**config.mk**
```make
export PLATFORM = sky130hd
export DESIGN_NAME = data_scrambler
export DESIGN_NICKNAME = d
export VERILOG_FILES = /design/src/hdl/wb_pkg.sv /design/src/hdl/mem_host_pkg.sv /design/src/hdl/data_scrambler.sv
export VERILOG_INCLUDE_DIRS = /design/src /design/src/hdl
export SDC_FILE = /design/constraint.sdc
export NUM_CORES = 1
export LEC_CHECK = 0
export BUFFER_PORTS_ARGS = -buffer_cell sky130_fd_sc_hd__buf_2
export CAP_MARGIN = 30
export CORE_UTILIZATION = 24
export DETAILED_ROUTE_END_ITERATION = 10
export PLACE_DENSITY = 0.81
export SYNTH_ARGS = -nofsm -noshare
export SYNTH_HDL_FRONTEND = slang
export SYNTH_SLANG_ARGS = --single-unit
```
**constraint.sdc**
```tcl
create_clock -name vclk -period 0.8
set_clock_uncertainty 0.2 [all_clocks]
set_input_delay 0.04 -clock vclk [all_inputs]
set_output_delay 0.04 -clock vclk [all_outputs]
set_load 0.005 [all_outputs]
```
**src/hdl/mem_host_defs.svh**
```systemverilog
/* Memory host sizes, reset fill value and scramble key
   Key rule is shared by the scrambler and the store reset fill */
`ifndef MEM_HOST_DEFS_SVH
`define MEM_HOST_DEFS_SVH

`define MH_MEM_WORDS    64
`define MH_CACHE_LINES  8

// Field widths of the byte address, must agree with the sizes above
`define MH_IDX_BITS     6
`define MH_LINE_BITS    3
`define MH_TAG_BITS     (`MH_IDX_BITS - `MH_LINE_BITS)

`define MH_FILL_BASE    32'hFEDC_BA98   // Word i reads back base + i
`define MH_SCRAMBLE_KEY 32'h5A3C_96E1

// Base key XOR word index repeated up to 32 bits, top bits dropped
`define MH_KEY(idx) \
    (`MH_SCRAMBLE_KEY ^ \
     32'({((32 + `MH_IDX_BITS - 1) / `MH_IDX_BITS){idx}}))

`endif

```
**src/hdl/wb_pkg.sv**
```systemverilog
/* Wishbone classic bus types for the memory host */
package wb_pkg;

    // Data bus, one 32-bit word
    typedef logic [31:0] wb_data_t;

    // Byte address as driven by the master
    typedef logic [31:0] wb_addr_t;

    // One select bit per data byte
    typedef logic [3:0] wb_sel_t;

endpackage

```
**src/hdl/mem_host_pkg.sv**
```systemverilog
/* Storage and address types of the memory host
   Byte address decoded as store word index or as cache tag and line */
`include "mem_host_defs.svh"

package mem_host_pkg;

    typedef logic [`MH_IDX_BITS-1:0]  word_idx_t;
    typedef logic [`MH_LINE_BITS-1:0] line_idx_t;
    typedef logic [`MH_TAG_BITS-1:0]  tag_t;

    // Store view of a byte address
    typedef struct packed {
        logic [31-`MH_IDX_BITS-2:0] unused;  // Ignored, addresses wrap
        word_idx_t                  idx;
        logic [1:0]                 ofs;
    } word_view_t;

    // Cache view of the same address
    typedef struct packed {
        logic [31-`MH_IDX_BITS-2:0] unused;
        tag_t                       tag;
        line_idx_t                  line;
        logic [1:0]                 ofs;
    } cache_view_t;

    typedef union packed {
        word_view_t  word;
        cache_view_t cache;
    } mem_addr_u;

    typedef enum logic [1:0] {
        IDLE,
        DECODE,
        ACCESS,
        COMPLETE
    } access_state_e;

endpackage

```
**src/hdl/data_scrambler.sv**
```systemverilog
/* Address-keyed XOR scrambler, same block scrambles and descrambles
   Each store word has its own key built from its index */
`timescale 1ns/1ps
`include "mem_host_defs.svh"

module data_scrambler
    import wb_pkg::*;
    import mem_host_pkg::*;
(
    input  word_idx_t word_idx,
    input  wb_data_t  din,
    output wb_data_t  dout
);

    wb_data_t key;

    // Key depends on the address only, so a stored word can always be undone
    assign key = `MH_KEY(word_idx);

    // Bitwise, so partial byte writes of scrambled data stay valid
    assign dout = din ^ key;

endmodule

```
Word-level counts from Yosys, hierarchy flattened
Cells that the tools add are included.

Word-level logic and storage cells: 2. Output and inout port bits: 32. Flip-flop bits (word level): 0.

Bitwise gates (word level): 2.

Operators with widths (count): XOR 32 bit (1); inverter 16 bit (1).

Depth between registers and ports, before layout
Depth after elaboration: 2. Depth in mapped cells: 2.

Worst setup path before layout
OpenSTA, ideal clock, no wires.

Path kind: input-to-output. Start: input word_idx[0]. End: output dout[0]. Data required time: 0.560 ns. Cell stages on the path: 2. Slack: 0.229 ns. Data arrival time: 0.331 ns. Path buffers: 1. Path through: buf_6 xnor2_1.

Longest elaborated chain between the ends: 2.

RTL lines: start: declaration (line data_scrambler.sv:10) `input word_idx_t word_idx,`; inverter 16 bit (no source line); XOR 32 bit (line data_scrambler.sv:21) `assign dout = din ^ key;`; end: declaration (line data_scrambler.sv:12) `output wb_data_t dout`.

Every way passes these cells.

Final worst setup path
Start: input word_idx[0]. End: output dout[24].

Longest elaborated chain between the ends: 1.

RTL lines (line): XOR 32 bit (data_scrambler.sv:21).

Every way passes these cells.

==> Implementation_results.wiki <==
{| class="wikitable"
! Metric !! Value
|-
| Worst slew slack as a fraction of its limit || 0.906
|-
| Total core area || 1330 um^2
|-
| Area growth, synth to finish || 88.4%
|-
| Worst EP arrival || 0.51 ns
|-
| Proportion of synthesized chip area in sequential cells || 0
|-
| Post-synth top area share || 0.394
|-
| Full die area || 1640 um^2
|-
| Power per standard cell area || 668 nW/um^2
|-
| Cell leakage power || 0.385 nW
|-
| Pin count of the biggest net entering global routing || 7
|-
| Count of endpoints failing setup in the final report || 0
|-
| Most frequent cells after synthesis || xnor2_1 (16), xor2_1 (15), buf_6 (6)
|-
| Footprint of the flip-flops and latches || 0 um^2
|-
| Wire length per cell after detailed routing || 9.41 um
|-
| Share of cells above drive strength 1 || 0.706
|-
| Number of iterations in the first detailed-routing pass || 1
|-
| # placed instances || 117
|-
| Initial antenna violation count || 0
|-
| Area contributors post-synth || xnor2_1 (39%), xor2_1 (37%), buf_6 (19%)
|-
| Most frequent cell after synthesis || xnor2_1
|-
| Result of the run || complete, no violations
|-
| Net count reported at finish || 142
|-
| Layout fillers || 146
|-
| Warning count from the yosys run || 0
|-
| Drt first-iter violations || 0
|-
| Global routing usage summed across all routing layers || 0.106
|-
| Hold_buf cts || 0
|-
| Mapped cell area || 355 um^2
|-
| Initial Utilization || 0.266
|-
| Period minus WS final || 0.751 ns
|-
| Sequential cells || 0
|-
| Die Width || 40.5 um
|-
| Final hold violation count || 0
|-
| Post-synthesis cell type count || 4
|-
| Clock buf count || 0
|-
| Maximum vdd drop || 0.287 mV
|-
| Fin cells || 117
|-
| Total Routed Length || 1100 um
|-
| Buffer count from post-CTS setup fixing || 0
|-
| RSZ-0062 raised after global routing || true
|-
| Post-synth top area cell || xnor2_1
|-
| Total DRC errors in the routed layout || 0
|-
| Count of cells resized by post-cts repair || 0
|-
| Final number of max-transition violations || 0
|-
| Vias post-DR || 447
|-
| Antenna diodes || 0
|-
| Total nets after synthesis || 76
|-
| Required time at the endpoint of the critical path || 0.56 ns
|-
| Class of the tightest hold or removal check || in2out
|-
| Type of destination of the critical path || output pin
|-
| Die extent in y || 40.5 um
|-
| Max capacitance violation total || 0
|-
| Via count of the first global-routing pass || 333
|-
| Routability congestion estimate || 0.731
|-
| Number of placed I/O pins || 70
|-
| Wire length of the first global-routing pass || 1270 um
|-
| Hold slack final || 0.126 ns
|-
| CP max FO || 6
|-
| Gate Count Post-Synth || 38
|-
| Critical Setup Path Class || in2out
|-
| Number of nets with antenna violations after routing || 0
|-
| Peak clock frequency supported by timing || 1.33 GHz
|-
| Pin slew with the least headroom to its limit || 0.141 ns
|-
| Average via count per standard cell || 3.82
|-
| Startpoint types || input pin
|-
| Number of rows in the core area || 13
|-
| Total overflow reported by the global router || 0
|-
| Port bufs || 70
|-
| Setup TNS || 0 ns
|-
| Share of the clock period used by the worst path || 0.939
|-
| Average cell area after synthesis || 9.35 um^2
|}
-- per-layer routing --
layer / vias to the layer above / track usage / wire (um)
li1: 237 / - / -
met1: 196 / 0.128 / 376
met2: 14 / 0.198 / 678
met3: 0 / 0 / 46
met4: 0 / 0.0333 / 0
met5: - / 0 / 0
-- through the flow --
step	setup WS [ns]	utilization	area, um^2	power, mW
6_report	0.0491	0.502	669	0.447
5_1_grt	-0.00902	0.502	669	0.505
4_1_cts	0.0278	0.492	657	0.447
3_5_place_dp	0.0278	0.492	657	0.446
3_3_place_gp	0.0540	0.492	657	0.435
2_1_floorplan	0.229	-	355	0.213
-- cell families after synthesis --
group	after synthesis	synth area share
xor+xnor	32	0.810
buf+inv	6	0.190
-- path summary, 6_finish.rpt --
check	start	endpoint	cells after the start
min	din[6]	dout[6]	3
max	word_idx[0]	dout[24]	3
-- layout make-up --
cell class,instances,area [um^2],area share
tap,15,18.8,0.0280
multi-input combinational,32,295,0.441
timing repair buffer,70,355,0.531
-- power by group --
part	internal (mW)	switching, mW	total (mW)
logic	0.261	0.186	0.447
registers	0	0	0
clock network	0	0	0
total	0.261	0.186	0.447
-- critical path, cell delays in order --
cell and delay [ns]:
clkbuf_4 0.17, xor2_2 0.18, buf_2 0.12
-- cells in the final DEF (no fill, tap or decap), drive strengths merged --
cell    synthesis  routed
xnor2          16      16
clkbuf          0       2
xor2           16      16
buf             6      68
Power figures use the tool's default switching activity.
