<file path="config.mk">
export PLATFORM = sky130hd
export DESIGN_NAME = mem_array
export DESIGN_NICKNAME = d
export VERILOG_FILES = /design/src/hdl/wb_pkg.sv /design/src/hdl/mem_host_pkg.sv /design/src/hdl/mem_array.sv
export VERILOG_INCLUDE_DIRS = /design/src /design/src/hdl
export SDC_FILE = /design/constraint.sdc
export NUM_CORES = 2
export LEC_CHECK = 0
export ABC_AREA = 0
export BUFFER_PORTS_ARGS = -buffer_cell sky130_fd_sc_hd__clkbuf_2
export CORE_ASPECT_RATIO = 0.8
export CORE_MARGIN = 1
export CORE_UTILIZATION = 60
export DETAILED_ROUTE_END_ITERATION = 8
export PLACE_DENSITY = 0.73
export SLEW_MARGIN = 20
export SYNTH_ARGS = -nofsm -noshare
export SYNTH_HDL_FRONTEND = slang
export SYNTH_SLANG_ARGS = --single-unit
</file>
<file path="constraint.sdc">
create_clock -name clk -period 198.7 [get_ports clk]
set_clock_uncertainty 0.1 [all_clocks]
set_input_delay 19.87 -clock clk [delete_from_list [all_inputs] [get_ports clk]]
set_output_delay 19.87 -clock clk [all_outputs]
set_load 0.05 [all_outputs]
</file>
<file path="src/hdl/mem_host_defs.svh">
/* Memory host sizes, reset fill value and scramble key
   Key rule is shared by the scrambler and the store reset fill */
`ifndef MEM_HOST_DEFS_SVH
`define MEM_HOST_DEFS_SVH

`define MH_MEM_WORDS    64
`define MH_CACHE_LINES  8

// Field widths of the byte address, must agree with the sizes above
`define MH_IDX_BITS     6
`define MH_LINE_BITS    3
`define MH_TAG_BITS     (`MH_IDX_BITS - `MH_LINE_BITS)

`define MH_FILL_BASE    32'hFEDC_BA98   // Word i reads back base + i
`define MH_SCRAMBLE_KEY 32'h5A3C_96E1

// Base key XOR word index repeated up to 32 bits, top bits dropped
`define MH_KEY(idx) \
    (`MH_SCRAMBLE_KEY ^ \
     32'({((32 + `MH_IDX_BITS - 1) / `MH_IDX_BITS){idx}}))

`endif

</file>
<file path="src/hdl/wb_pkg.sv">
/* Wishbone classic bus types for the memory host */
package wb_pkg;

    // Data bus, one 32-bit word
    typedef logic [31:0] wb_data_t;

    // Byte address as driven by the master
    typedef logic [31:0] wb_addr_t;

    // One select bit per data byte
    typedef logic [3:0] wb_sel_t;

endpackage

</file>
<file path="src/hdl/mem_host_pkg.sv">
/* Storage and address types of the memory host
   Byte address decoded as store word index or as cache tag and line */
`include "mem_host_defs.svh"

package mem_host_pkg;

    typedef logic [`MH_IDX_BITS-1:0]  word_idx_t;
    typedef logic [`MH_LINE_BITS-1:0] line_idx_t;
    typedef logic [`MH_TAG_BITS-1:0]  tag_t;

    // Store view of a byte address
    typedef struct packed {
        logic [31-`MH_IDX_BITS-2:0] unused;  // Ignored, addresses wrap
        word_idx_t                  idx;
        logic [1:0]                 ofs;
    } word_view_t;

    // Cache view of the same address
    typedef struct packed {
        logic [31-`MH_IDX_BITS-2:0] unused;
        tag_t                       tag;
        line_idx_t                  line;
        logic [1:0]                 ofs;
    } cache_view_t;

    typedef union packed {
        word_view_t  word;
        cache_view_t cache;
    } mem_addr_u;

    typedef enum logic [1:0] {
        IDLE,
        DECODE,
        ACCESS,
        COMPLETE
    } access_state_e;

endpackage

</file>
<file path="src/hdl/mem_array.sv">
/* 64-word store with byte-enabled write and asynchronous read
   Reset loads every word with its fill value under its own key */
`timescale 1ns/1ps
`include "mem_host_defs.svh"

module mem_array
    import wb_pkg::*;
    import mem_host_pkg::*;
(
    input  logic      clk,
    input  logic      rst,
    input  logic      we,
    input  word_idx_t word_idx,
    input  wb_sel_t   byte_en,
    input  wb_data_t  wdata,
    output wb_data_t  rdata
);

    wb_data_t mem [`MH_MEM_WORDS];

    always_ff @(posedge clk or posedge rst) begin
        if (rst) begin
            // Plain fill is base plus index, stored scrambled
            for (int i = 0; i < `MH_MEM_WORDS; i++) begin
                mem[i] <= (`MH_FILL_BASE + 32'(i)) ^ `MH_KEY(word_idx_t'(i));
            end
        end else if (we) begin
            for (int b = 0; b < 4; b++) begin
                if (byte_en[b]) begin
                    mem[word_idx][8*b +: 8] <= wdata[8*b +: 8];
                end
            end
        end
    end

    assign rdata = mem[word_idx];   // Raw scrambled word

endmodule

</file>
Yosys cells after proc, flatten, opt, wreduce, memory -nomap -nowiden
Cells that the tools add are included.
Word-level totals
  word-level logic and storage cells: 90
  flip-flop bits (word level): 2048
  output and inout bits: 32
Cells by class
  reductions and logical operators: 1
  mux-type cells: 22
  bitwise logic cells: 1
  $lt $le $gt $ge: 2
Operators with widths (number)
  two-way mux 2048 bit: 7
  bitwise mux 2048 bit: 4
  demux 32 bit (select 6 bit): 4
  binary-select mux 32 bit (select 6 bit): 1
  two-way mux 32 bit: 3
  two-way mux 24 bit: 1
  two-way mux 16 bit: 1
  two-way mux 8 bit: 1
  >= comparator 7 bit, second input constant: 1
  less-than comparator 7 x 1 -> 1 bit, second input constant: 1
  inverter 6 -> 7 bit: 1
  logical AND 1 bit: 1

Depth between registers and ports, before layout
  word-level depth: 16
  depth in mapped cells: 11
  depth with buffers taken out: 6

Least setup slack after synthesis
OpenSTA, ideal clock, no wires.
  kind: input-to-output
  start: in word_idx[0]
  end: out rdata[13]
  cell stages on the path: 10
  data arrival time: 22.142 ns
  path slack: 156.588 ns
  path buffers: 5
  required time: 178.730 ns
  cells stage by stage: buf_2 buf_4 buf_4 buf_2 buf_2 mux4_2 mux2i_1 o22ai_1 nor2_1 nand4_1
Between the ends
  word-level cells in the longest chain between the ends: 4
Ends and longest elaborated chain
  start: declaration: RTL line mem_array.sv:13  | input word_idx_t word_idx,
  inverter 6 -> 7 bit (implied by the code): RTL line mem_array.sv:36  | assign rdata = mem[word_idx];
  binary-select mux 32 bit (select 6 bit): RTL line mem_array.sv:36
  two-way mux 32 bit (implied by the code) (2 in a row): RTL line mem_array.sv:36
  end: declaration: RTL line mem_array.sv:16  | output wb_data_t rdata
Every way passes these cells. The select of a mux whose other input is x is not followed.

Worst setup path after layout
  start: in word_idx[2]
  end: out rdata[23]
The elaborated chain is that of the path after synthesis.

==> results.json <==
{
  "grt_pass1_vias": 57928,
  "cpMaxStageDelayCell": "buf_4",
  "cts_sinks": 2048,
  "holdCritPathClass": "reg2reg",
  "power_switching_mw": 0.230,
  "place_worst_setup_slack_ps": 153720,
  "fin_crit_sh": 0.227,
  "top_regs": "mem: 2048 flops",
  "grt_pass1_wl_um": 368000,
  "comb_power_share": 0.099,
  "p_int_mw": 0.725,
  "synthXorXnorAreaFrac": 0,
  "r2r_slack_ps": 197810,
  "synthMuxAreaShare": 0.331,
  "drv_slew": 0,
  "p_per_area_nw_per_um2": 9.34,
  "multiInputGateArea_um2": 39300,
  "cts_tree": "yes",
  "leakage_nw": 43.8,
  "crit_family": "buffers and inverters",
  "ys_ff_latch": 2048,
  "fin_setup_tns_ps": 0,
  "p_seq_frac": 0.503,
  "syn_area_um2": 93800,
  "crit_arrival_ps": 25180,
  "period_minus_slack_ps": 45150,
  "synth-simple-area-share": 0.0260,
  "die_w_um": 444,
  "start_util": 0.605,
  "largest_reg_flops": 2048,
  "synth_compound_area_frac": 0.0616,
  "maxCapViolCount": 0,
  "clkPwrFrac": 0.398,
  "hold_viol_final": 0,
  "timing.rr.end": "mem[1987]",
  "grt_overflow": 0,
  "synth_top_family_by_area": "multiplexers",
  "rsz0062_at_grt": "no",
  "numCtsBuffers": 197,
  "post_cts_buffers": 0,
  "min_to": "mem[446]",
  "clk_path_buf_depth": 3,
  "peakVddDrop_uv": 8.56,
  "worst_slack_ps": 153550,
  "worstReg2RegStart": "mem[1987]",
  "wl_per_cell_um": 28.0,
  "antenna_found_initial": 7,
  "path_common_cell": "buf_4",
  "vias": 55648,
  "fill_cells": 10961,
  "synth_nets": 6434,
  "yosysSeqAreaShare": 0.560,
  "core_area_um2": 155000,
  "slew_headroom": 0.252,
  "slowest_delay_ps": 830,
  "synth.avg_cell_area_um2": 14.7,
  "syn_to_final_growth_pct": 9.05,
  "outcome": "completed",
  "drc_errors": 0,
  "ff_latch_area_um2": 52500,
  "critical_path_class": "in2out",
  "viasPerCell": 6.57,
  "crit_chain": "buf_8 -> buf_4 -> buf_4 -> nor2b_1 -> and2_2 -> buf_4 -> a22oi_1 -> a31oi_1 -> nor2_1 -> nand4_1 -> clkbuf_2",
  "r2r_cells": 1,
  "wirelength_um": 237000,
  "dr.pass1.iters": 6,
  "crit_buf_inv": 5,
  "hpwlAfterDp_um": 144000,
  "cts_root_buf": "clkbuf_16",
  "critPathMaxFanout": 84,
  "synth.distinct_cells": 44,
  "die_y_um": 356,
  "place.gp.congestion": 0.825,
  "io_pins": 77,
  "synth_cells": 6389,
  "worstPathRequired_ps": 178730,
  "dieArea_um2": 158000,
  "p_sw_frac": 0.241,
  "clk_pin_slew_worst_paths_ps": 60,
  "top_register": "mem",
  "drive_above_1_share": 0.627,
  "row_count": 129,
  "fin_nets": 6303,
  "cts_hold_buf": 0,
  "start_kind": "input port",
  "synthAdderAreaFrac": 0,
  "finalSetupViolations": 0,
  "worstMarginPinSlew_ps": 1120,
  "ys_warn_count": 0,
  "cts_resized": 0,
  "cts_max_level": 4,
  "hold_depth": 1,
  "grt_max_degree": 176,
  "detail-route-antenna-nets": 0,
  "hold_path.startpoint": "mem[446]",
  "max_freq_mhz": 22.1,
  "end_kind": "output pin",
  "io_buffers": 76,
  "grtUsageTotal": 0.304,
  "insertion_delay_ps": 830,
  "drt_iter0_markers": 4478
}
power groups by stage:
stage | clock (mW) | combinational (mW) | sequential [mW]
final | 0.380 | 0.0942 | 0.481
after global routing | 0.403 | 0.101 | 0.486
after CTS | 0.387 | 0.0945 | 0.481
after detailed placement | 0 | 0.0942 | 0.488
after global placement | 0 | 0.0913 | 0.486
after floorplan | 0 | 0.0717 | 0.482
layout by cell type, fill, tap and decap left out, types with 58 or more instances in the layout:
cell type | synthesis | final
mux2_2 | 2054 | 2054
dfrtp_1 | 1040 | 1040
dfstp_2 | 1008 | 1008
mux2i_1 | 280 | 280
a22oi_1 | 266 | 266
nor2_2 | 229 | 228
mux4_2 | 226 | 226
clkbuf_16 | 0 | 204
a221oi_1 | 135 | 135
o22ai_1 | 113 | 113
buf_4 | 7 | 98
a21oi_1 | 85 | 85
o21ai_0 | 80 | 80
nor2_1 | 77 | 76
clkbuf_2 | 0 | 73
clkbuf_1 | 333 | 62
a21o_1 | 59 | 59
a31oi_1 | 58 | 58
Yosys cell counts, drive strengths merged:
| cell | n | area, µm² |
|---|---|---|
| a211oi | 2 | 15.0 |
| a21o | 59 | 443 |
| a21oi | 85 | 425 |
| a221oi | 135 | 1180 |
| a22o | 2 | 17.5 |
| a22oi | 266 | 2000 |
| a31oi | 58 | 363 |
| a41o | 1 | 10.0 |
| and2 | 9 | 56.3 |
| and3 | 3 | 18.8 |
| and3b | 1 | 8.76 |
| buf | 180 | 808 |
| clkbuf | 333 | 1250 |
| dfrtp | 1040 | 26000 |
| dfstp | 1008 | 26500 |
| inv | 1 | 3.75 |
| mux2 | 2054 | 23100 |
| mux2i | 280 | 2800 |
| mux4 | 226 | 5090 |
| nand2 | 59 | 231 |
| nand2b | 4 | 25.0 |
| nand3 | 6 | 30.0 |
| nand3b | 4 | 30.0 |
| nand4 | 18 | 113 |
| nor2 | 306 | 1720 |
| nor2b | 8 | 50.1 |
| nor3 | 2 | 15.0 |
| nor3b | 1 | 7.51 |
| o2111ai | 1 | 8.76 |
| o211ai | 12 | 90.1 |
| o21ai | 80 | 400 |
| o21bai | 2 | 15.0 |
| o22a | 12 | 105 |
| o22ai | 113 | 707 |
| or2 | 1 | 6.26 |
| or3 | 2 | 12.5 |
| or3b | 1 | 8.76 |
| or4 | 13 | 97.6 |
| or4b | 1 | 10.0 |
logic make-up after synthesis:
group,Yosys count
DFF,2048
buffers and inverters,514
AOI/OAI and AO/OA,828
muxes,2560
and+or+nand+nor,439
cell type report:
cell class / count / share of cell area
clock buffer: 321 / 0.0596
sequential: 2048 / 0.513
timing repair buffer: 183 / 0.0129
inverter: 1 / 0.000110
antenna: 2 / 0.0000489
multi-input combinational: 3827 / 0.384
tap: 2030 / 0.0248
clock inverter: 53 / 0.00501
metrics by stage:
stage	total power, mW	cell area [µm²]	std cells	hold WS (ps)	utilization
after floorplan	0.554	93800	6389	375	-
after global placement	0.577	95600	8085	384	0.617
after detailed placement	0.582	95600	8085	391	0.617
after CTS	0.962	102000	8459	404	0.660
after global routing	0.990	102000	8464	411	0.660
final	0.956	102000	8465	400	0.660
routing by layer:
layer,track usage,part of all wire
met1,0.457,0.46
met2,0.457,0.46
met3,0.0504,0.058
met4,0.0894,0.027
met5,0,0
worst max path at each step:
| stage | startpoint | end | slack, ps | cells after the start |
|---|---|---|---|---|
| after detailed placement | word_idx[2] | rdata[23] | 153720 | 11 |
| after floorplan | rst | mem[1000] | 122550 | 1 |
| after CTS | word_idx[2] | rdata[23] | 153720 | 11 |
| after global routing | word_idx[2] | rdata[23] | 153520 | 11 |
| final | word_idx[2] | rdata[23] | 153550 | 11 |
| after global placement | word_idx[2] | rdata[17] | 153800 | 11 |
(Power assumes the default switching activity.)
