### config.mk
export PLATFORM = sky130hd
export DESIGN_NAME = read_cache
export DESIGN_NICKNAME = d
export VERILOG_FILES = /design/src/hdl/wb_pkg.sv /design/src/hdl/mem_host_pkg.sv /design/src/hdl/read_cache.sv
export VERILOG_INCLUDE_DIRS = /design/src /design/src/hdl
export SDC_FILE = /design/constraint.sdc
export NUM_CORES = 1
export LEC_CHECK = 0
export BUFFER_PORTS_ARGS = -buffer_cell sky130_fd_sc_hd__buf_2
export CORE_ASPECT_RATIO = 0.6
export CORE_MARGIN = 2
export CORE_UTILIZATION = 45
export DETAILED_ROUTE_END_ITERATION = 10
export PLACE_DENSITY_LB_ADDON = 0.08
export SYNTH_ARGS = -nofsm -noshare
export SYNTH_HDL_FRONTEND = slang
export SYNTH_SLANG_ARGS = --single-unit
### constraint.sdc
create_clock -name clk -period 7 [get_ports clk]
set_input_delay 1.75 -clock clk [delete_from_list [all_inputs] [get_ports clk]]
set_output_delay 1.75 -clock clk [all_outputs]
set_load 0.01 [all_outputs]
### src/hdl/mem_host_defs.svh
/* Memory host sizes, reset fill value and scramble key
   Key rule is shared by the scrambler and the store reset fill */
`ifndef MEM_HOST_DEFS_SVH
`define MEM_HOST_DEFS_SVH

`define MH_MEM_WORDS    64
`define MH_CACHE_LINES  8

// Field widths of the byte address, must agree with the sizes above
`define MH_IDX_BITS     6
`define MH_LINE_BITS    3
`define MH_TAG_BITS     (`MH_IDX_BITS - `MH_LINE_BITS)

`define MH_FILL_BASE    32'hFEDC_BA98   // Word i reads back base + i
`define MH_SCRAMBLE_KEY 32'h5A3C_96E1

// Base key XOR word index repeated up to 32 bits, top bits dropped
`define MH_KEY(idx) \
    (`MH_SCRAMBLE_KEY ^ \
     32'({((32 + `MH_IDX_BITS - 1) / `MH_IDX_BITS){idx}}))

`endif

### src/hdl/wb_pkg.sv
/* Wishbone classic bus types for the memory host */
package wb_pkg;

    // Data bus, one 32-bit word
    typedef logic [31:0] wb_data_t;

    // Byte address as driven by the master
    typedef logic [31:0] wb_addr_t;

    // One select bit per data byte
    typedef logic [3:0] wb_sel_t;

endpackage

### src/hdl/mem_host_pkg.sv
/* Storage and address types of the memory host
   Byte address decoded as store word index or as cache tag and line */
`include "mem_host_defs.svh"

package mem_host_pkg;

    typedef logic [`MH_IDX_BITS-1:0]  word_idx_t;
    typedef logic [`MH_LINE_BITS-1:0] line_idx_t;
    typedef logic [`MH_TAG_BITS-1:0]  tag_t;

    // Store view of a byte address
    typedef struct packed {
        logic [31-`MH_IDX_BITS-2:0] unused;  // Ignored, addresses wrap
        word_idx_t                  idx;
        logic [1:0]                 ofs;
    } word_view_t;

    // Cache view of the same address
    typedef struct packed {
        logic [31-`MH_IDX_BITS-2:0] unused;
        tag_t                       tag;
        line_idx_t                  line;
        logic [1:0]                 ofs;
    } cache_view_t;

    typedef union packed {
        word_view_t  word;
        cache_view_t cache;
    } mem_addr_u;

    typedef enum logic [1:0] {
        IDLE,
        DECODE,
        ACCESS,
        COMPLETE
    } access_state_e;

endpackage

### src/hdl/read_cache.sv
/* Direct-mapped read cache, 8 lines of one word with tag and valid
   Filled on read misses, byte-updated by writes that hit */
`timescale 1ns/1ps
`include "mem_host_defs.svh"

module read_cache
    import wb_pkg::*;
    import mem_host_pkg::*;
(
    input  logic      clk,
    input  logic      rst,
    input  word_idx_t word_idx,
    input  logic      fill,
    input  logic      wr,
    input  wb_data_t  fill_data,
    input  wb_data_t  wr_data,
    input  wb_sel_t   byte_en,
    output logic      hit,
    output wb_data_t  rdata
);

    wb_data_t                   line_data [`MH_CACHE_LINES];
    tag_t                       line_tag  [`MH_CACHE_LINES];
    logic [`MH_CACHE_LINES-1:0] line_valid;

    mem_addr_u lookup;
    line_idx_t line;
    tag_t      tag;

    // Rebuild a word-aligned address and read it through the cache view
    assign lookup = {{(32 - `MH_IDX_BITS - 2){1'b0}}, word_idx, 2'b00};
    assign line   = lookup.cache.line;
    assign tag    = lookup.cache.tag;

    assign hit   = line_valid[line] && (line_tag[line] == tag);
    assign rdata = line_data[line];

    always_ff @(posedge clk or posedge rst) begin
        if (rst) begin
            line_valid <= '0;
        end else if (fill) begin
            line_valid[line] <= 1'b1;
        end
    end

    always_ff @(posedge clk) begin
        if (fill) begin
            line_data[line] <= fill_data;   // Whole line replaced
            line_tag[line]  <= tag;
        end else if (wr && hit) begin
            // Write miss leaves the cache alone
            for (int b = 0; b < 4; b++) begin
                if (byte_en[b]) begin
                    line_data[line][8*b +: 8] <= wr_data[8*b +: 8];
                end
            end
        end
    end

endmodule

* Word-level counts from Yosys, hierarchy flattened *
Memory sizes are Yosys's and may differ from the RTL's.
Index checks and enable logic that the tools add are counted.

cells by class
  $lt $le $gt $ge = 2
  eq/ne operators = 1
  multiplexer cells = 26
  bitwise logic cells = 5
  reductions and logical operators = 3

operators by type and width
  cell                                                  count
  two-way mux 8 bit                                     4
  two-way mux 1 bit                                     20
  bitwise OR 8 bit                                      1
  < comparator 3 x 4 -> 1 bit (second input constant)   1
  bitwise OR 1 bit                                      4
  binary-select mux 1 bit (select 3 bit)                1
  demux 1 bit (select 3 bit)                            1
  equality test 3 bit                                   1
  >= comparator 3 x 1 -> 1 bit (second input constant)  1
  logical AND 1 bit                                     3

word-level totals
  flip-flop bits (word level) = 8
  bits in writable memories = 280
  bits of input ports = 78
  output and inout bits = 33
  word-level logic and storage cells = 40
  memories = 2

memory list
  name       words  bits a word  rd ports  clocked after Yosys merged registers in  wr ports  RTL line          text
  line_data  8      32           1         0                                        1         read_cache.sv:22  wb_data_t line_data [`MH_CACHE_LINES];
  line_tag   8      3            1         0                                        1         read_cache.sv:23  tag_t line_tag [`MH_CACHE_LINES];

* Logic depth before layout (Yosys ltp) *
  depth in word-level cells = 8
  mapped depth = 9
  depth with buffers taken out = 5

* Least setup slack after synthesis *
Ideal clock, no wire load.

  path type = input to output
  start = in word_idx[0]
  end = out hit
  arrival = 3725 ps
  data required time = 5250 ps
  setup slack = 1525 ps
  cell stages on the path = 9
  cell sequence = buf_6 -> buf_6 -> mux2i_1 -> mux4_2 -> xnor2_2 -> or4_1 -> buf_2 -> buf_6 -> inv_1

between the ends
  longest elaborated chain between the ends = 3
  elaborated cells between the ends (all ways) = 5

ends and longest elaborated chain
  item                                                                          RTL line          text
  start, declared                                                               read_cache.sv:12  input word_idx_t word_idx,
  memory (8 x 3 bit) or binary-select mux 1 bit (select 3 bit) (tied branches)  n/a
  equality test 3 bit or two-way mux 1 bit (tied branches)                      read_cache.sv:35  assign hit = line_valid[line] && (line_tag[line] == tag);
  logical AND 1 bit (*)                                                         read_cache.sv:35
  end, declared                                                                 read_cache.sv:18  output logic hit,

Every way passes the cells marked *; elsewhere a longest branch is shown, timed or not. The select of a mux whose other input is x is not followed.

* Worst setup path after layout *
  start = in word_idx[0]
  end = out rdata[13]

between the ends
  longest elaborated chain between the ends = 1

ends and longest elaborated chain
  item                 RTL line          text
  memory (8 x 32 bit)  n/a
  end, declared        read_cache.sv:19  output wb_data_t rdata

No other way between the ends.

==> impl_metrics.toml <==
[clocking]
cts-buffers-inserted = 27
cts_sinks = 288
tritoncts_clock_tree = "built"
worst_setup_hold_path_clk_slew_ns = 0.07
postCtsSetupBuffers = 0
clock_tree.htree_level_count = 1
ctsHoldBuffers = 0
clkLatencyLatePin_ns = 0.54
cts.root.buffer_cell = "sky130_fd_sc_hd__clkbuf_16"
cts_max_path_buffers = 3
post_cts.resized_instances = 0

[global_route]
grtUsageTotal_pct = 21.11
initial_antenna_violation_count = 0
grt-ovfl-total = 0
first_global_vias = 6674
global_route_wire_length_before_repair_um = 41500
grt_start_max_net_pins = 34

[detailed_routing]
top_layer = "met4"
post-route-drc-count = 0
drtPass1Iterations = 7
met3WireLength_um = 1626
final_antenna_net_count = 0
route.met2.wl_um = 12120
post_drt_via_cell_ratio = 5.797
dr.first_iter.drc_count = 565
postRouteWirelength_um = 27490
routedWlPerCell_um = 24.20
met1_length_um = 13210
dr_total_vias = 6585

[power_and_ir_drop]
power.share.switching_pct = 21.13
p_int_mw = 2.927
fin_total_pwr_mw = 3.711
clkPwrFrac_pct = 40.5
power_density_nw_per_um2 = 276.4
p_leak_nw = 4.591
total_switching_power_uw = 784.1
power.combinational.fraction_pct = 7.0
vdd_drop_max_uv = 174.9
p_seq_share_pct = 52.4

[placed_design]
dpl-instance-area_um2 = 12520
gpl.final_weighted_congestion = 0.8735
dp_hpwl_um = 17860
dp.cells = 1086
io_buffers = 110

[hold_path]
hold_path.class = "register to register"

[yosys]
synth.top_cell.area_share_pct = 73.70
synth_top_cells_by_count = "sky130_fd_sc_hd__edfxtp_1 (280), sky130_fd_sc_hd__a22oi_1 (92), sky130_fd_sc_hd__mux2_2 (41)"
synth.largest_area_cell = "sky130_fd_sc_hd__edfxtp_1"
synth_sequential_area_ratio_pct = 75.46
ys_ff_latch = 288
yosys_warnings = 0
synth_ff_type = "sky130_fd_sc_hd__edfxtp_1"
synth_area_per_cell_um2 = 17.63
synth.lib_cells_used.distinct = 37
yosysMostFrequentCell = "sky130_fd_sc_hd__edfxtp_1"
synth_edf_count = 280
syn_nets = 725
synth-async-reset-ratio_pct = 2.778
yosys-top-cells-area = "sky130_fd_sc_hd__edfxtp_1 (74%), sky130_fd_sc_hd__a22oi_1 (6.1%), sky130_fd_sc_hd__mux2_2 (4.0%), sky130_fd_sc_hd__o31ai_1 (2.0%), sky130_fd_sc_hd__mux4_2 (1.8%)"
netlist_area_um2 = 11410
post_synth_inst_count = 647

[die]
die_h_um = 127.3
ios = 111
rows = 45
die-area_um2 = 26680
core_um2 = 25110
start_util_pct = 45.43
die-width_um = 209.6

[layout]
area_growth_pct = 17.71
nets = 864
design_area_um2 = 13430
num-fill-cells = 2064
post_layout_nonfiller_instances = 1136
multi_input_combinational_cell_area_um2 = 2572
antenna-diode-count = 0
layout.area.seq_um2 = 8608
drive_gt1_share_pct = 31.47

[timing]
setup_repair_after_global_routing_missed_its_margin = "false"
tns_ns = 0
final-setup-viol-count = 0
achievable-frequency_mhz = 161.6
tightestPinTransition_ns = 1.035
slew-limit-headroom_pct = 30.58
hold_violations = 0
timing_max_transition_violations_final = 0
fin_worst_skew_ns = 0.01469
finalHoldWorstSlack_ns = 0.4697
final_period_minus_worst_setup_slack_ns = 6.189
final_worst_path_cycle_share_pct = 88.42

[worst_setup_path]
endpoint_kind = "primary output"
setup.worst_path.start_class = "input pin"
crit_arrival_ns = 4.44
critPathMaxFanout = 33
setup.worst_path.class = "input pin to primary output"
cp_data_required_time_ns = 5.25

[outcome]
outcome = "finished, final reports clean"

[run]
timing.max_cap.violations = 0
==> sequential cells by signal, indices dropped and copies added, names as in the netlist <==
signal	count
line_data	256
line_tag	24
line_valid	8
==> layout by cell type (no fill, tap or decap), drive strengths merged, types with 10 or more instances in the layout <==
cell,instances
mux2i,18
a22oi,92
nand2,18
inv,11
edfxtp,280
clkbuf,34
buf,153
clkinv,10
o31ai,32
mux2,42
nand2b,11
nand4,21
==> critical path: stages <==
cell	delay, ns
sky130_fd_sc_hd__buf_2	0.58
sky130_fd_sc_hd__and2_0	0.47
sky130_fd_sc_hd__nor2b_2	0.85
sky130_fd_sc_hd__buf_4	0.35
sky130_fd_sc_hd__a22oi_1	0.11
sky130_fd_sc_hd__nand4_1	0.16
sky130_fd_sc_hd__buf_2	0.14
==> layout make-up <==
type                            count  share of cell area (%)
Clock buffer                       34                   5.227
Tap cell                          329                   3.065
Timing Repair Buffer              153                   6.596
Sequential cell                   288                   64.10
Inverter                           10                  0.2795
Clock inverter                     16                   1.575
Multi-Input combinational cell    306                   19.16
==> worst paths after layout <==
kind | from | end | cells past startpoint | slack, ns
hold reg to reg | line_valid[1] | line_valid[1] | 1 | 0.47
hold / removal | line_valid[1] | line_valid[1] | 1 | 0.47
setup / recovery | word_idx[0] | rdata[13] | 7 | 0.81
setup reg to reg | line_tag[7][0] | line_data[0][29] | 6 | 3.74
min in group asynchronous | rst | line_valid[2] | 2 | 1.17
max in group asynchronous | rst | line_valid[5] | 2 | 5.58
==> per-layer routing <==
layer  vias up  GRT usage (%)
met3        53          3.097
met4         0          4.756
met1      3366          32.41
met2       217          32.22
li1       2949              -
met5         -              0
==> stage by stage <==
step / worst slack [ns] / utilization, %
finish: 0.8105 / 53.48
global route: 0.6247 / 53.48
CTS: 0.8282 / 53.48
detailed placement: 0.8235 / 49.84
global placement: 0.8846 / 49.84
floorplan: 1.525 / -
==> power by group through the flow <==
| stage | clock network [mW] | registers [mW] | logic (mW) |
|---|---|---|---|
| finish | 1.50 | 1.95 | 0.261 |
| global route | 1.60 | 1.95 | 0.285 |
| CTS | 1.53 | 1.95 | 0.264 |
| detailed placement | 0 | 1.98 | 0.263 |
| global placement | 0 | 1.98 | 0.256 |
| floorplan | 0 | 1.98 | 0.156 |
==> cells by family after synthesis <==
kind of cell | after synthesis | synth area share [%]
buf+inv | 53 | 2.150
compound gates | 154 | 10.25
simple gates | 80 | 4.211
mux | 69 | 7.502
flops | 288 | 75.46
xor+xnor | 3 | 0.4278
Note: power is estimated with default switching activity, not from simulation.
