## src/hdl/mem_host_defs.svh

```systemverilog
/* Memory host sizes, reset fill value and scramble key
   Key rule is shared by the scrambler and the store reset fill */
`ifndef MEM_HOST_DEFS_SVH
`define MEM_HOST_DEFS_SVH

`define MH_MEM_WORDS    64
`define MH_CACHE_LINES  8

// Field widths of the byte address, must agree with the sizes above
`define MH_IDX_BITS     6
`define MH_LINE_BITS    3
`define MH_TAG_BITS     (`MH_IDX_BITS - `MH_LINE_BITS)

`define MH_FILL_BASE    32'hFEDC_BA98   // Word i reads back base + i
`define MH_SCRAMBLE_KEY 32'h5A3C_96E1

// Base key XOR word index repeated up to 32 bits, top bits dropped
`define MH_KEY(idx) \
    (`MH_SCRAMBLE_KEY ^ \
     32'({((32 + `MH_IDX_BITS - 1) / `MH_IDX_BITS){idx}}))

`endif

```

## src/hdl/wb_pkg.sv

```systemverilog
/* Wishbone classic bus types for the memory host */
package wb_pkg;

    // Data bus, one 32-bit word
    typedef logic [31:0] wb_data_t;

    // Byte address as driven by the master
    typedef logic [31:0] wb_addr_t;

    // One select bit per data byte
    typedef logic [3:0] wb_sel_t;

endpackage

```

## src/hdl/mem_host_pkg.sv

```systemverilog
/* Storage and address types of the memory host
   Byte address decoded as store word index or as cache tag and line */
`include "mem_host_defs.svh"

package mem_host_pkg;

    typedef logic [`MH_IDX_BITS-1:0]  word_idx_t;
    typedef logic [`MH_LINE_BITS-1:0] line_idx_t;
    typedef logic [`MH_TAG_BITS-1:0]  tag_t;

    // Store view of a byte address
    typedef struct packed {
        logic [31-`MH_IDX_BITS-2:0] unused;  // Ignored, addresses wrap
        word_idx_t                  idx;
        logic [1:0]                 ofs;
    } word_view_t;

    // Cache view of the same address
    typedef struct packed {
        logic [31-`MH_IDX_BITS-2:0] unused;
        tag_t                       tag;
        line_idx_t                  line;
        logic [1:0]                 ofs;
    } cache_view_t;

    typedef union packed {
        word_view_t  word;
        cache_view_t cache;
    } mem_addr_u;

    typedef enum logic [1:0] {
        IDLE,
        DECODE,
        ACCESS,
        COMPLETE
    } access_state_e;

endpackage

```

## src/hdl/mem_access_ctrl.sv

```systemverilog
/* Wishbone classic slave FSM for the memory host
   Read hits ack after one edge, misses and writes go through decode and access */
`timescale 1ns/1ps

module mem_access_ctrl
    import wb_pkg::*;
    import mem_host_pkg::*;
(
    input  logic      clk,
    input  logic      rst,
    input  logic      cyc,
    input  logic      stb,
    input  logic      we,
    input  wb_addr_t  adr,
    input  wb_sel_t   sel,
    output wb_data_t  dat_r,
    output logic      ack,
    input  logic      cache_hit,
    input  wb_data_t  cache_data,
    input  wb_data_t  mem_rdata,
    output word_idx_t word_idx,
    output logic      mem_we,
    output wb_sel_t   byte_en,
    output logic      cache_fill,
    output logic      cache_wr
);

    mem_addr_u     addr_view;
    access_state_e state;
    logic          req;
    logic          rd_hit;

    assign addr_view = adr;
    assign word_idx  = addr_view.word.idx;   // High address bits ignored
    assign byte_en   = sel;

    assign req    = cyc && stb;
    assign rd_hit = (state == IDLE) && req && !we && cache_hit;

    // Store and cache act on the edge that leaves ACCESS
    assign mem_we     = (state == ACCESS) && req && we;
    assign cache_wr   = mem_we;
    assign cache_fill = (state == ACCESS) && req && !we;

    always_ff @(posedge clk or posedge rst) begin
        if (rst) begin
            state <= IDLE;
            ack   <= 1'b0;
        end else begin
            ack <= 1'b0;   // Single-cycle pulse
            case (state)
                IDLE: begin
                    if (rd_hit) begin
                        state <= COMPLETE;
                        ack   <= 1'b1;
                    end else if (req) begin
                        state <= DECODE;
                    end
                end
                DECODE: begin
                    state <= req ? ACCESS : IDLE;   // Abandoned when stb drops
                end
                ACCESS: begin
                    if (req) begin
                        state <= COMPLETE;
                        ack   <= 1'b1;
                    end else begin
                        state <= IDLE;
                    end
                end
                COMPLETE: state <= IDLE;
                default:  state <= IDLE;
            endcase
        end
    end

    // Read data from the cache on a hit, else the descrambled store word
    always_ff @(posedge clk) begin
        if (rd_hit) begin
            dat_r <= cache_data;
        end else if (cache_fill) begin
            dat_r <= mem_rdata;
        end
    end

endmodule

```

## config.mk

```make
export PLATFORM = sky130hd
export DESIGN_NAME = mem_access_ctrl
export DESIGN_NICKNAME = d
export VERILOG_FILES = /design/src/hdl/wb_pkg.sv /design/src/hdl/mem_host_pkg.sv /design/src/hdl/mem_access_ctrl.sv
export VERILOG_INCLUDE_DIRS = /design/src /design/src/hdl
export SDC_FILE = /design/constraint.sdc
export NUM_CORES = 1
export LEC_CHECK = 0
export BUFFER_PORTS_ARGS = -buffer_cell sky130_fd_sc_hd__buf_4
export CORE_ASPECT_RATIO = 0.9
export CORE_MARGIN = 2
export CORE_UTILIZATION = 37
export DETAILED_ROUTE_END_ITERATION = 10
export PLACE_DENSITY = 0.76
export SLEW_MARGIN = 5
export SYNTH_ARGS = -nofsm -noshare
export SYNTH_HDL_FRONTEND = slang
export SYNTH_SLANG_ARGS = --single-unit
```

## constraint.sdc

```tcl
create_clock -name clk -period 5.2 [get_ports clk]
set_clock_uncertainty 0.1 [all_clocks]
set_input_delay 1.04 -clock clk [delete_from_list [all_inputs] [get_ports clk]]
set_output_delay 1.04 -clock clk [all_outputs]
set_load 0.01 [all_outputs]
```

[Yosys cells after proc, flatten, opt, wreduce, memory -nomap -nowiden]
Cells that the tools add are included.
Word-level totals
  output and inout bits: 46
  bits in registers: 35
  logic and storage cells: 27
Operators by class
  equal/unequal tests: 4
  reduce and logical (&&, ||, !) cells: 10
  muxes and demuxes: 10
Operators with widths (number)
  $mux W32: 2
  $mux W2: 4
  $pmux W2 S4: 1
  $logic_and A1 B1 Y1: 7
  $eq A2 B2 Y1 const B: 2
  $ne A3 B3 Y1 const B: 1
  $eq A2 B1 Y1 const B: 1
  $logic_not A2 Y1: 1
  $mux W1: 2
  $pmux W1 S2: 1
  $reduce_bool A2 Y1: 1
  $logic_not A1 Y1: 1

[Longest topological paths before layout]
Gate-level depths: netlist (run 1).
  depth after elaboration: 6
  gate-level depth with buffers: 5

[Worst setup path before layout (run 1)]
OpenSTA, ideal clock, no wires.
  path type: input port to flip-flop
  from: in cyc
  to: reg dat_r[0], enable pin
  required time: 4634 ps
  path slack: 966 ps
  library setup time: 466 ps
  stages: 4
  arrival: 3669 ps
  cells stage by stage: and3b_1 -> buf_4 -> nand2_1 -> o21ai_0
Between the ends
  cells in the longest elaborated chain, start to end: 5
RTL lines
  start: declaration: RTL line mem_access_ctrl.sv:11  | input logic cyc,
  $logic_and A1 B1 Y1 *: RTL line mem_access_ctrl.sv:37  | assign req = cyc && stb;
  $logic_and A1 B1 Y1 (3 in a row): RTL line mem_access_ctrl.sv:38  | assign rd_hit = (state == IDLE) && req && !we && cache_hit;
  $reduce_bool A2 Y1 (no source line) *
  end signal: assignment: RTL line mem_access_ctrl.sv:80  | dat_r <= cache_data;
  end signal: assignment: RTL line mem_access_ctrl.sv:82  | dat_r <= mem_rdata;
  end: declaration: RTL line mem_access_ctrl.sv:16  | output wb_data_t dat_r,
Mark *: on every way between the ends. The rest lies on a longest branch, timed or not.
A chain may end at the register's enable or synchronous reset.

[Worst setup path in the final report (run 1)]
  from: in cyc
  to: out cache_fill
Between the ends
  cells in the longest elaborated chain, start to end: 3
RTL lines
  $logic_and A1 B1 Y1: RTL line mem_access_ctrl.sv:37
  $logic_and A1 B1 Y1 (2 in a row): RTL line mem_access_ctrl.sv:43  | assign cache_fill = (state == ACCESS) && req && !we;
  end: declaration: RTL line mem_access_ctrl.sv:24  | output logic cache_fill,
No other way between the ends.

==> impl_metrics.tcl, run 1 <==
set metrics [dict create \
    status "completed" \
    rsz0062_at_grt "no" \
    maxCapViolations 0 \
    worstSetupPathType "in -> out" \
    drt-total-wl_um 3650 \
    finalCritPeriodShare 0.563 \
    dpl_cell_area_um2 2460 \
    vdd_drop_max_uv 123 \
    port-buffer-count 105 \
    start_kind "primary input" \
    slowest_stage "and3b_1" \
    ys_types 17 \
    nFillCells 353 \
    cp-end-kind "primary output" \
    layout.cells.non_filler 253 \
    areaGrowthSynthToFinish_pct 50.0 \
    initial_core_util 0.384 \
    antenna_found_initial 0 \
    place_hpwl_um 2770 \
    utilization 0.576 \
    grt_pass1_wl_um 4690 \
    grt_max_degree 34 \
    worst-path-buf-inv 2 \
    cts_htree_levels 2 \
    worst-slew-pin-transition_ps 991 \
    critPathRequiredTime_ps 4060 \
    hp-class "reg -> reg" \
    synth-seq-cells 35 \
    ys_seq_area_frac 0.605 \
    drv_slew 0 \
    cts_setup_buffers 0 \
    grt.total_usage 0.125 \
    maxClockFrequency_mhz 342 \
    clkTransAtPathRegs_ps 60 \
    fin_nets 297 \
    mostFrequentLayoutCells "buf_4, edfxtp_1, mux2_4, clkbuf_8" \
    fp.dieArea_um2 5190 \
    antenna_cells 0 \
    rows 23 \
    viasPerCell 4.49 \
    grt_pass1_vias 1013 \
    setup_tns_ps 0 \
    path_cells "buf_4 -> and3b_1 -> nand2_1 -> nor2_1 -> buf_4" \
    fp.dieW_um 75.7 \
    slew_headroom 0.337 \
    hold_buffers 0 \
    cpPeakStageDelay_ps 290 \
    drt-initial-drc-count 51 \
    pwr_density_cell_nw_per_um2 249 \
    final.min_clock_period_ps 2930 \
    clkLatencyLatePin_ps 270 \
    cts.sinks 35 \
    critPathTopFamily "simple AND/OR/NAND/NOR gates" \
    drive_above_1_share 0.759 \
    cp_common_cell "buf_4" \
    grt_overflow 0 \
    firstDrtPassIters 4 \
    routedWlPerCell_um 14.4 \
    numPlacedInstances 246 \
    clockBufferDepth 2 \
    cts_buffers 5 \
    cts_tree "built" \
    ctsResizeCount 0 \
    worstPathArrival_ps 1790 \
    ant_nets 0 \
    ys.warnings.count 0 \
    power_leakage_nw 1.24 \
    final_common_cell "buf_4" \
    avgSynthCellArea_um2 18.2 \
    cts-root-buf "clkbuf_8" \
    die_y_um 68.5 \
    setup_violations 0 \
    gp_congestion 0.665 \
    drc 0 \
    synth_cells 94 \
    synth_fp_nets 200 \
    hold_viol_final 0 \
    vias 1137 \
    synth_area_um2 1710 \
    postLayoutCellArea_um2 2570 \
    io_pins 152 \
    cp_max_fo 5 \
    core_um2 4460 \
]
==> report_power, final <==
group          switching (W)  leakage, nW  total [W]  internal [W]
registers         0.00000220        0.331   0.000318      0.000316
logic              0.0000250        0.858  0.0000873     0.0000623
clock network      0.0000924       0.0513   0.000233      0.000141
total               0.000120         1.24   0.000638      0.000519
==> metrics by stage <==
step / total power (W) / setup WS (ps) / hold slack [ps]
2_1_floorplan: 0.000370 / 966 / 341
3_3_place_gp: 0.000411 / 2050 / 352
3_5_place_dp: 0.000412 / 2050 / 358
4_1_cts: 0.000645 / 2280 / 367
5_1_grt: 0.000661 / 2220 / 418
6_report: 0.000638 / 2270 / 365
==> worst paths after layout <==
check | end | startpoint | slack, ps | depth (start not counted)
worst max register to register | dat_r[24] | state[0] | 2830 | 3
worst max-delay path | cache_fill | cyc | 2270 | 5
max in group asynchronous | ack | rst | 4330 | 2
min in group asynchronous | state[1] | rst | 530 | 2
worst min register to register | state[1] | state[0] | 370 | 1
worst min-delay path | state[1] | state[0] | 370 | 1
==> Yosys cell counts (all sizes together) <==
master,count,area [um2]
nand3b,1,20.0
a211oi,1,7.51
and2b,1,7.51
dfrtp,3,75.1
edfxtp,32,961
and3b,1,8.76
o21ai,1,5.00
nor3,1,5.00
inv,1,3.75
nand2,2,7.51
and3,1,6.26
o21a,1,7.51
buf,15,124
nor2,1,3.75
mux2,32,469
==> cell type report <==
class / instances / area [um2] / share of cell area
Clock buffer: 6 / 72.6 / 0.0283
Clock inverter: 1 / 30.0 / 0.0117
Inverter: 1 / 3.75 / 0.00146
Multi-Input combinational cell: 43 / 559 / 0.218
Sequential cell: 35 / 1040 / 0.404
Tap cell: 62 / 77.6 / 0.0302
Timing Repair Buffer: 105 / 788 / 0.307
==> cells by family (layout without fill, tap and decap cells) <==
family | count (synthesis) | after routing | share of synthesized area
simple gates | 8 | 8 | 0.0344
mux | 32 | 32 | 0.274
compound gates | 3 | 3 | 0.0117
buf+inv | 16 | 113 | 0.0746
flops | 35 | 35 | 0.605
==> layer usage <==
metal	vias to the layer above	global-route usage	routed length (um)
li1	531	-	-
met1	529	0.130	1320
met2	60	0.210	1810
met3	17	0.0581	431
met4	0	0.0702	89
met5	-	0	0
==> worst reg2reg max path, cell delays in order (launching register included) <==
cell and delay, ps:
dfrtp_1 390, and3b_1 350, nand3b_4 530, o21ai_4 620
==> flip-flops by register name, summed over array words and instances (netlist names) <==
signal / cells
state: 2
dat_r: 32
ack: 1
No activity file was read; power rests on OpenSTA's default activity.
==> run 2, diff against run 1 <==
--- a/config.mk
+++ b/config.mk
@@ -6,12 +6,13 @@
 export SDC_FILE = /design/constraint.sdc
 export NUM_CORES = 1
 export LEC_CHECK = 0
+export ABC_AREA = 1
 export BUFFER_PORTS_ARGS = -buffer_cell sky130_fd_sc_hd__buf_4
 export CORE_ASPECT_RATIO = 0.9
 export CORE_MARGIN = 2
-export CORE_UTILIZATION = 37
+export CORE_UTILIZATION = 38
 export DETAILED_ROUTE_END_ITERATION = 10
-export PLACE_DENSITY = 0.76
+export PLACE_DENSITY = 0.77
 export SLEW_MARGIN = 5
 export SYNTH_ARGS = -nofsm -noshare
 export SYNTH_HDL_FRONTEND = slang
==> constraint.sdc (replaced) <==
create_clock -name clk -period 2.7 [get_ports clk]
set_clock_uncertainty 0.1 [all_clocks]
set_input_delay 0.54 -clock clk [delete_from_list [all_inputs] [get_ports clk]]
set_output_delay 0.54 -clock clk [all_outputs]
set_load 0.01 [all_outputs]
==> run 2 against run 1 <==
Effect of this change: die area decreased by 0.67%; via count increased by 33%; design area decreased by 0.44%; non-clock buffer count increased by 3; setup slack got worse by 1500 ps; register-to-register slack got worse by 1800 ps; routed wire length increased by 11%; final cell count increased by 31%; largest cell class unchanged; highest routed layer unchanged.
==> impl_metrics.tcl, run 2 <==
set metrics [dict create \
    dp_slack_ps 739 \
    mostFrequentLayoutCells "buf_4, nand2_1, nand3_1, edfxtp_1, nand2_2" \
    hold_buffers 0 \
    ys_seq_area_frac 0.594 \
    setup_violations 0 \
    final_common_cell "buf_4" \
    drt-initial-drc-count 42 \
    synth_area_um2 1750 \
    worstRegToRegCells 4 \
    cts-root-buf "clkbuf_8" \
    clockBufferDepth 2 \
    port-buffer-count 105 \
    largest_reg_flops 32 \
    ctsResizeCount 0 \
    grt.total_usage 0.158 \
    hp-class "in -> async" \
    antenna_cells 0 \
    r2r_end "dat_r[31]" \
    drive_above_1_share 0.480 \
    gp_congestion 0.665 \
    setup_ws_ps 821 \
    cts_tree "built" \
    rows 23 \
    worstPathArrival_ps 1240 \
    die_y_um 68.3 \
    drt-total-wl_um 4070 \
    initial_core_util 0.394 \
    grt_overflow 0 \
    status "completed" \
    place_hpwl_um 3010 \
    vdd_drop_max_uv 233 \
    clkLatencyLatePin_ps 280 \
    ys.warnings.count 0 \
    antenna_found_initial 0 \
    cts_buffers 5 \
    grt_pass1_vias 1393 \
    yosysMostFrequentCell "nand2_1" \
    largestRegisters "dat_r x32, state x2, ack x1" \
    ant_nets 0 \
    finalCritPeriodShare 0.696 \
    final.min_clock_period_ps 1880 \
    pwr_density_cell_nw_per_um2 445 \
    drc 0 \
    areaGrowthSynthToFinish_pct 46.5 \
    ys_types 17 \
    fp.dieArea_um2 5150 \
    synth-main-ff-cell "edfxtp_1" \
    vias 1514 \
    reg2reg_from "state[1]" \
    start_kind "primary input" \
    cts_setup_buffers 0 \
    holdWs_ps 22.9 \
    synth-seq-cells 35 \
    maxClockFrequency_mhz 532 \
    synth_fp_nets 279 \
    power_leakage_nw 1.24 \
    core_um2 4430 \
    viasPerCell 4.57 \
    io_pins 152 \
    top_register "dat_r" \
    routedWlPerCell_um 12.3 \
    worstSetupPathType "in -> out" \
    cp-end-kind "primary output" \
    fp.dieW_um 75.4 \
    utilization 0.577 \
    cts_htree_levels 2 \
    r2r_slack_ps 1040 \
    maxCapViolations 0 \
    synth_common_cells "nand2_1, nand3_1, edfxtp_1" \
    synthArstFlopShare 0.0857 \
    critPathRequiredTime_ps 2060 \
    fin_nets 374 \
    grt_pass1_wl_um 6030 \
    clkTransAtPathRegs_ps 70 \
    cts.sinks 35 \
    synth_cells 173 \
    worst-slew-pin-transition_ps 740 \
    setup_tns_ps 0 \
    hold_viol_final 0 \
    synth_area_leaders "edfxtp_1, nand2_1, nand3_1" \
    grt_max_degree 34 \
    setup.worst_path.start "cyc" \
    yosysTopAreaCellShare 0.551 \
    drv_slew 0 \
    slew_headroom 0.506 \
    rsz0062_at_grt "no" \
    synth_top_area_cell "edfxtp_1" \
    firstDrtPassIters 4 \
    avgSynthCellArea_um2 10.1 \
    cp_max_fo 3 \
    synth_edf_count 32 \
]
[run 2: changes by cell type in the layout (fill, tap and decap cells not counted), moves of 2 or more]
cell,delta
mux2_2,-3
mux2_4,-29
nor2_4,+3
nand3_1,+33
nand2_1,+57
buf_4,+3
clkinv_1,+2
nand2_2,+10
inv_1,+5
[run 2: through the flow]
stage / cells / power, W / area, um2
floorplan: 173 / 0.000714 / 1750
global placement: 323 / 0.000798 / 2480
detailed placement: 323 / 0.000802 / 2480
CTS: 331 / 0.00115 / 2560
global route: 331 / 0.00119 / 2560
finish: 331 / 0.00114 / 2560
[run 2: kinds of logic after synthesis]
logic type      Yosys count  synth area share
simple gates            110             0.298
flops                    35             0.594
buf+inv                  27             0.105
compound gates            1           0.00286
[run 2: layer usage]
layer,track usage,share of wire
met1,0.170,0.38
met2,0.273,0.51
met3,0.0619,0.082
met4,0.0746,0.029
met5,0,0
[run 2: layout make-up]
class,instances,area (um2)
Clock buffer,6,72.6
Clock inverter,2,7.51
Fill cell,420,1880
Inverter,7,26.3
Multi-Input combinational cell,111,526
Sequential cell,35,1040
Tap cell,62,77.6
Timing Repair Buffer,108,811
[run 2: how the worst max path moves through the flow]
stage               endpoint
finish                mem_we
global route          mem_we
CTS                   mem_we
detailed placement  dat_r[3]
global placement    dat_r[3]
floorplan           dat_r[0]
[run 2: critical path: stages]
cell and delay (ps):
buf_4 70, nand2_1 110, inv_1 160, nand3_1 80, nor2_1 130, buf_4 140
[run 2: power breakdown]
part	internal (W)	switching, W	total, W
Combinational	0.0000968	0.0000762	0.000173
Clock	0.000176	0.000174	0.000350
Sequential	0.000609	0.00000578	0.000615
Total	0.000882	0.000256	0.00114
==> run 3, diff against run 2 <==
==> constraint.sdc (replaced) <==
create_clock -name clk -period 1.79 [get_ports clk]
set_clock_uncertainty 0.1 [all_clocks]
set_input_delay 0.358 -clock clk [delete_from_list [all_inputs] [get_ports clk]]
set_output_delay 0.358 -clock clk [all_outputs]
set_load 0.01 [all_outputs]
==> run 3 against run 2 <==
Effect of this change: register-to-register slack worse by 850 ps; count of clock-buffer cells in the layout stayed put; non-clock buffer count is 3 higher; final cell count is 0.60% higher; combinational power is 57% higher; core utilization is 1.7 points higher; sequential share of layout area is 1.2 points lower; clock power is 89% higher; critical path type is now reg -> out; largest power group unchanged.
==> impl_metrics.tcl, run 3 (same netlist as run 2, synthesis figures left out) <==
set metrics [dict create \
    status "completed" \
    clockBufferDepth 2 \
    start_kind "flip-flop" \
    worstSetupPathType "reg -> out" \
    setup_violations 0 \
    worst-slew-pin-transition_ps 744 \
    cts_tree "built" \
    final_common_cell "buf_4" \
    clkLatencyLatePin_ps 270 \
    final.min_clock_period_ps 1640 \
    io_pins 152 \
    maxCapViolations 0 \
    slew_headroom 0.503 \
    top_register "dat_r" \
    dpl_cell_area_um2 2520 \
    drt-total-wl_um 4120 \
    grt_max_degree 34 \
    holdWs_ps 242 \
    areaGrowthSynthToFinish_pct 50.8 \
    core_um2 4430 \
    postLayoutCellArea_um2 2630 \
    power_leakage_nw 1.27 \
    cts_buffers 5 \
    largestRegisters "dat_r x32, state x2, ack x1" \
    rsz0062_at_grt "no" \
    rows 23 \
    setup_tns_ps 0 \
    fp.dieW_um 75.4 \
    pwr_density_cell_nw_per_um2 707 \
    critPathRequiredTime_ps 1330 \
    ant_nets 0 \
    drv_slew 0 \
    ctsResizeCount 0 \
    power_frac_comb 0.146 \
    clkTransAtPathRegs_ps 70 \
    maxClockFrequency_mhz 611 \
    p_int_w 0.00148 \
    grt_pass1_wl_um 5800 \
    viasPerCell 4.50 \
    hold_buffers 1 \
    place_hpwl_um 3140 \
    finalCritPeriodShare 0.914 \
    cts.sinks 35 \
    r2r_slack_ps 190 \
    port-buffer-count 105 \
    hold_viol_final 0 \
    drc 0 \
    clkPwrFrac 0.356 \
    cp-end-kind "primary output" \
    initial_core_util 0.394 \
    grt.total_usage 0.156 \
    worstPathArrival_ps 1180 \
    largest_reg_flops 32 \
    fp.dieArea_um2 5150 \
    drive_above_1_share 0.491 \
    drt-initial-drc-count 87 \
    cts_setup_buffers 0 \
    fin_nets 377 \
    gp_congestion 0.784 \
    cp_max_fo 5 \
    routedWlPerCell_um 12.4 \
    cts-root-buf "clkbuf_8" \
    nFillCells 398 \
    firstDrtPassIters 4 \
    antenna_found_initial 0 \
    cts_htree_levels 2 \
    vdd_drop_max_uv 548 \
    grt_pass1_vias 1292 \
    hp-class "in -> reg" \
    grt_overflow 0 \
    antenna_cells 0 \
    die_y_um 68.3 \
    p_seq_frac 0.499 \
    vias 1499 \
    mostFrequentLayoutCells "buf_4, nand2_1, nand3_1, edfxtp_1, nand2_2" \
    switching_share 0.204 \
    p_sw_w 0.000380 \
]
[run 3: cell types whose count changed in the layout (fill, tap and decap cells not counted)]
| cell | delta |
|---|---|
| buf_12 | +2 |
| dlygate4sd3_1 | +1 |
| nand2_1 | -1 |
| clkinv_1 | -2 |
| nand2_2 | +1 |
| bufinv_16 | +1 |
[run 3: per-layer routing]
layer | track usage | vias to the layer above | wire length [um]
met5 | 0 | - | 0
met4 | 0.0702 | 0 | 126
met3 | 0.0560 | 16 | 365
met2 | 0.271 | 69 | 2070
met1 | 0.170 | 655 | 1560
li1 | - | 759 | -
[run 3: path summary, 6_finish.rpt]
check	startpoint	to	cells past startpoint
max	state[0]	mem_we	4
min	mem_rdata[14]	dat_r[14]	3
max reg2reg	state[1]	dat_r[12]	3
min reg2reg	state[0]	state[0]	1
max in group asynchronous	rst	state[0]	3
min in group asynchronous	rst	ack	3
[run 3: power by group through the flow]
stage	Clock [W]	Sequential, W	Combinational (W)
floorplan	0	0.000954	0.000123
finish	0.000662	0.000928	0.000271
global route	0.000718	0.000930	0.000300
CTS	0.000679	0.000928	0.000275
detailed placement	0	0.000946	0.000273
global placement	0	0.000945	0.000267
[run 3: through the flow]
step	total power [W]	util	instances	setup slack [ps]
after floorplan	0.00108	-	173	31.8
after global placement	0.00121	0.568	325	131
after detailed placement	0.00122	0.568	325	118
after CTS	0.00188	0.594	333	125
after global routing	0.00195	0.594	333	59.5
final	0.00186	0.594	333	154
[run 3: final cells by class]
class | count | area (um2) | area share
flip-flops and latches | 35 | 1040 | 0.394
repair buffers | 111 | 861 | 0.327
multi-input cells | 111 | 528 | 0.201
well taps | 62 | 77.6 | 0.0295
clock buffers | 6 | 72.6 | 0.0276
clock inverters | 1 | 30.0 | 0.0114
inverters | 7 | 26.3 | 0.00999
[run 3: critical path, stage by stage (launching register included)]
cell	delay [ps]
dfrtp_1	450
inv_1	100
nand3_1	80
nor2_1	140
buf_4	140
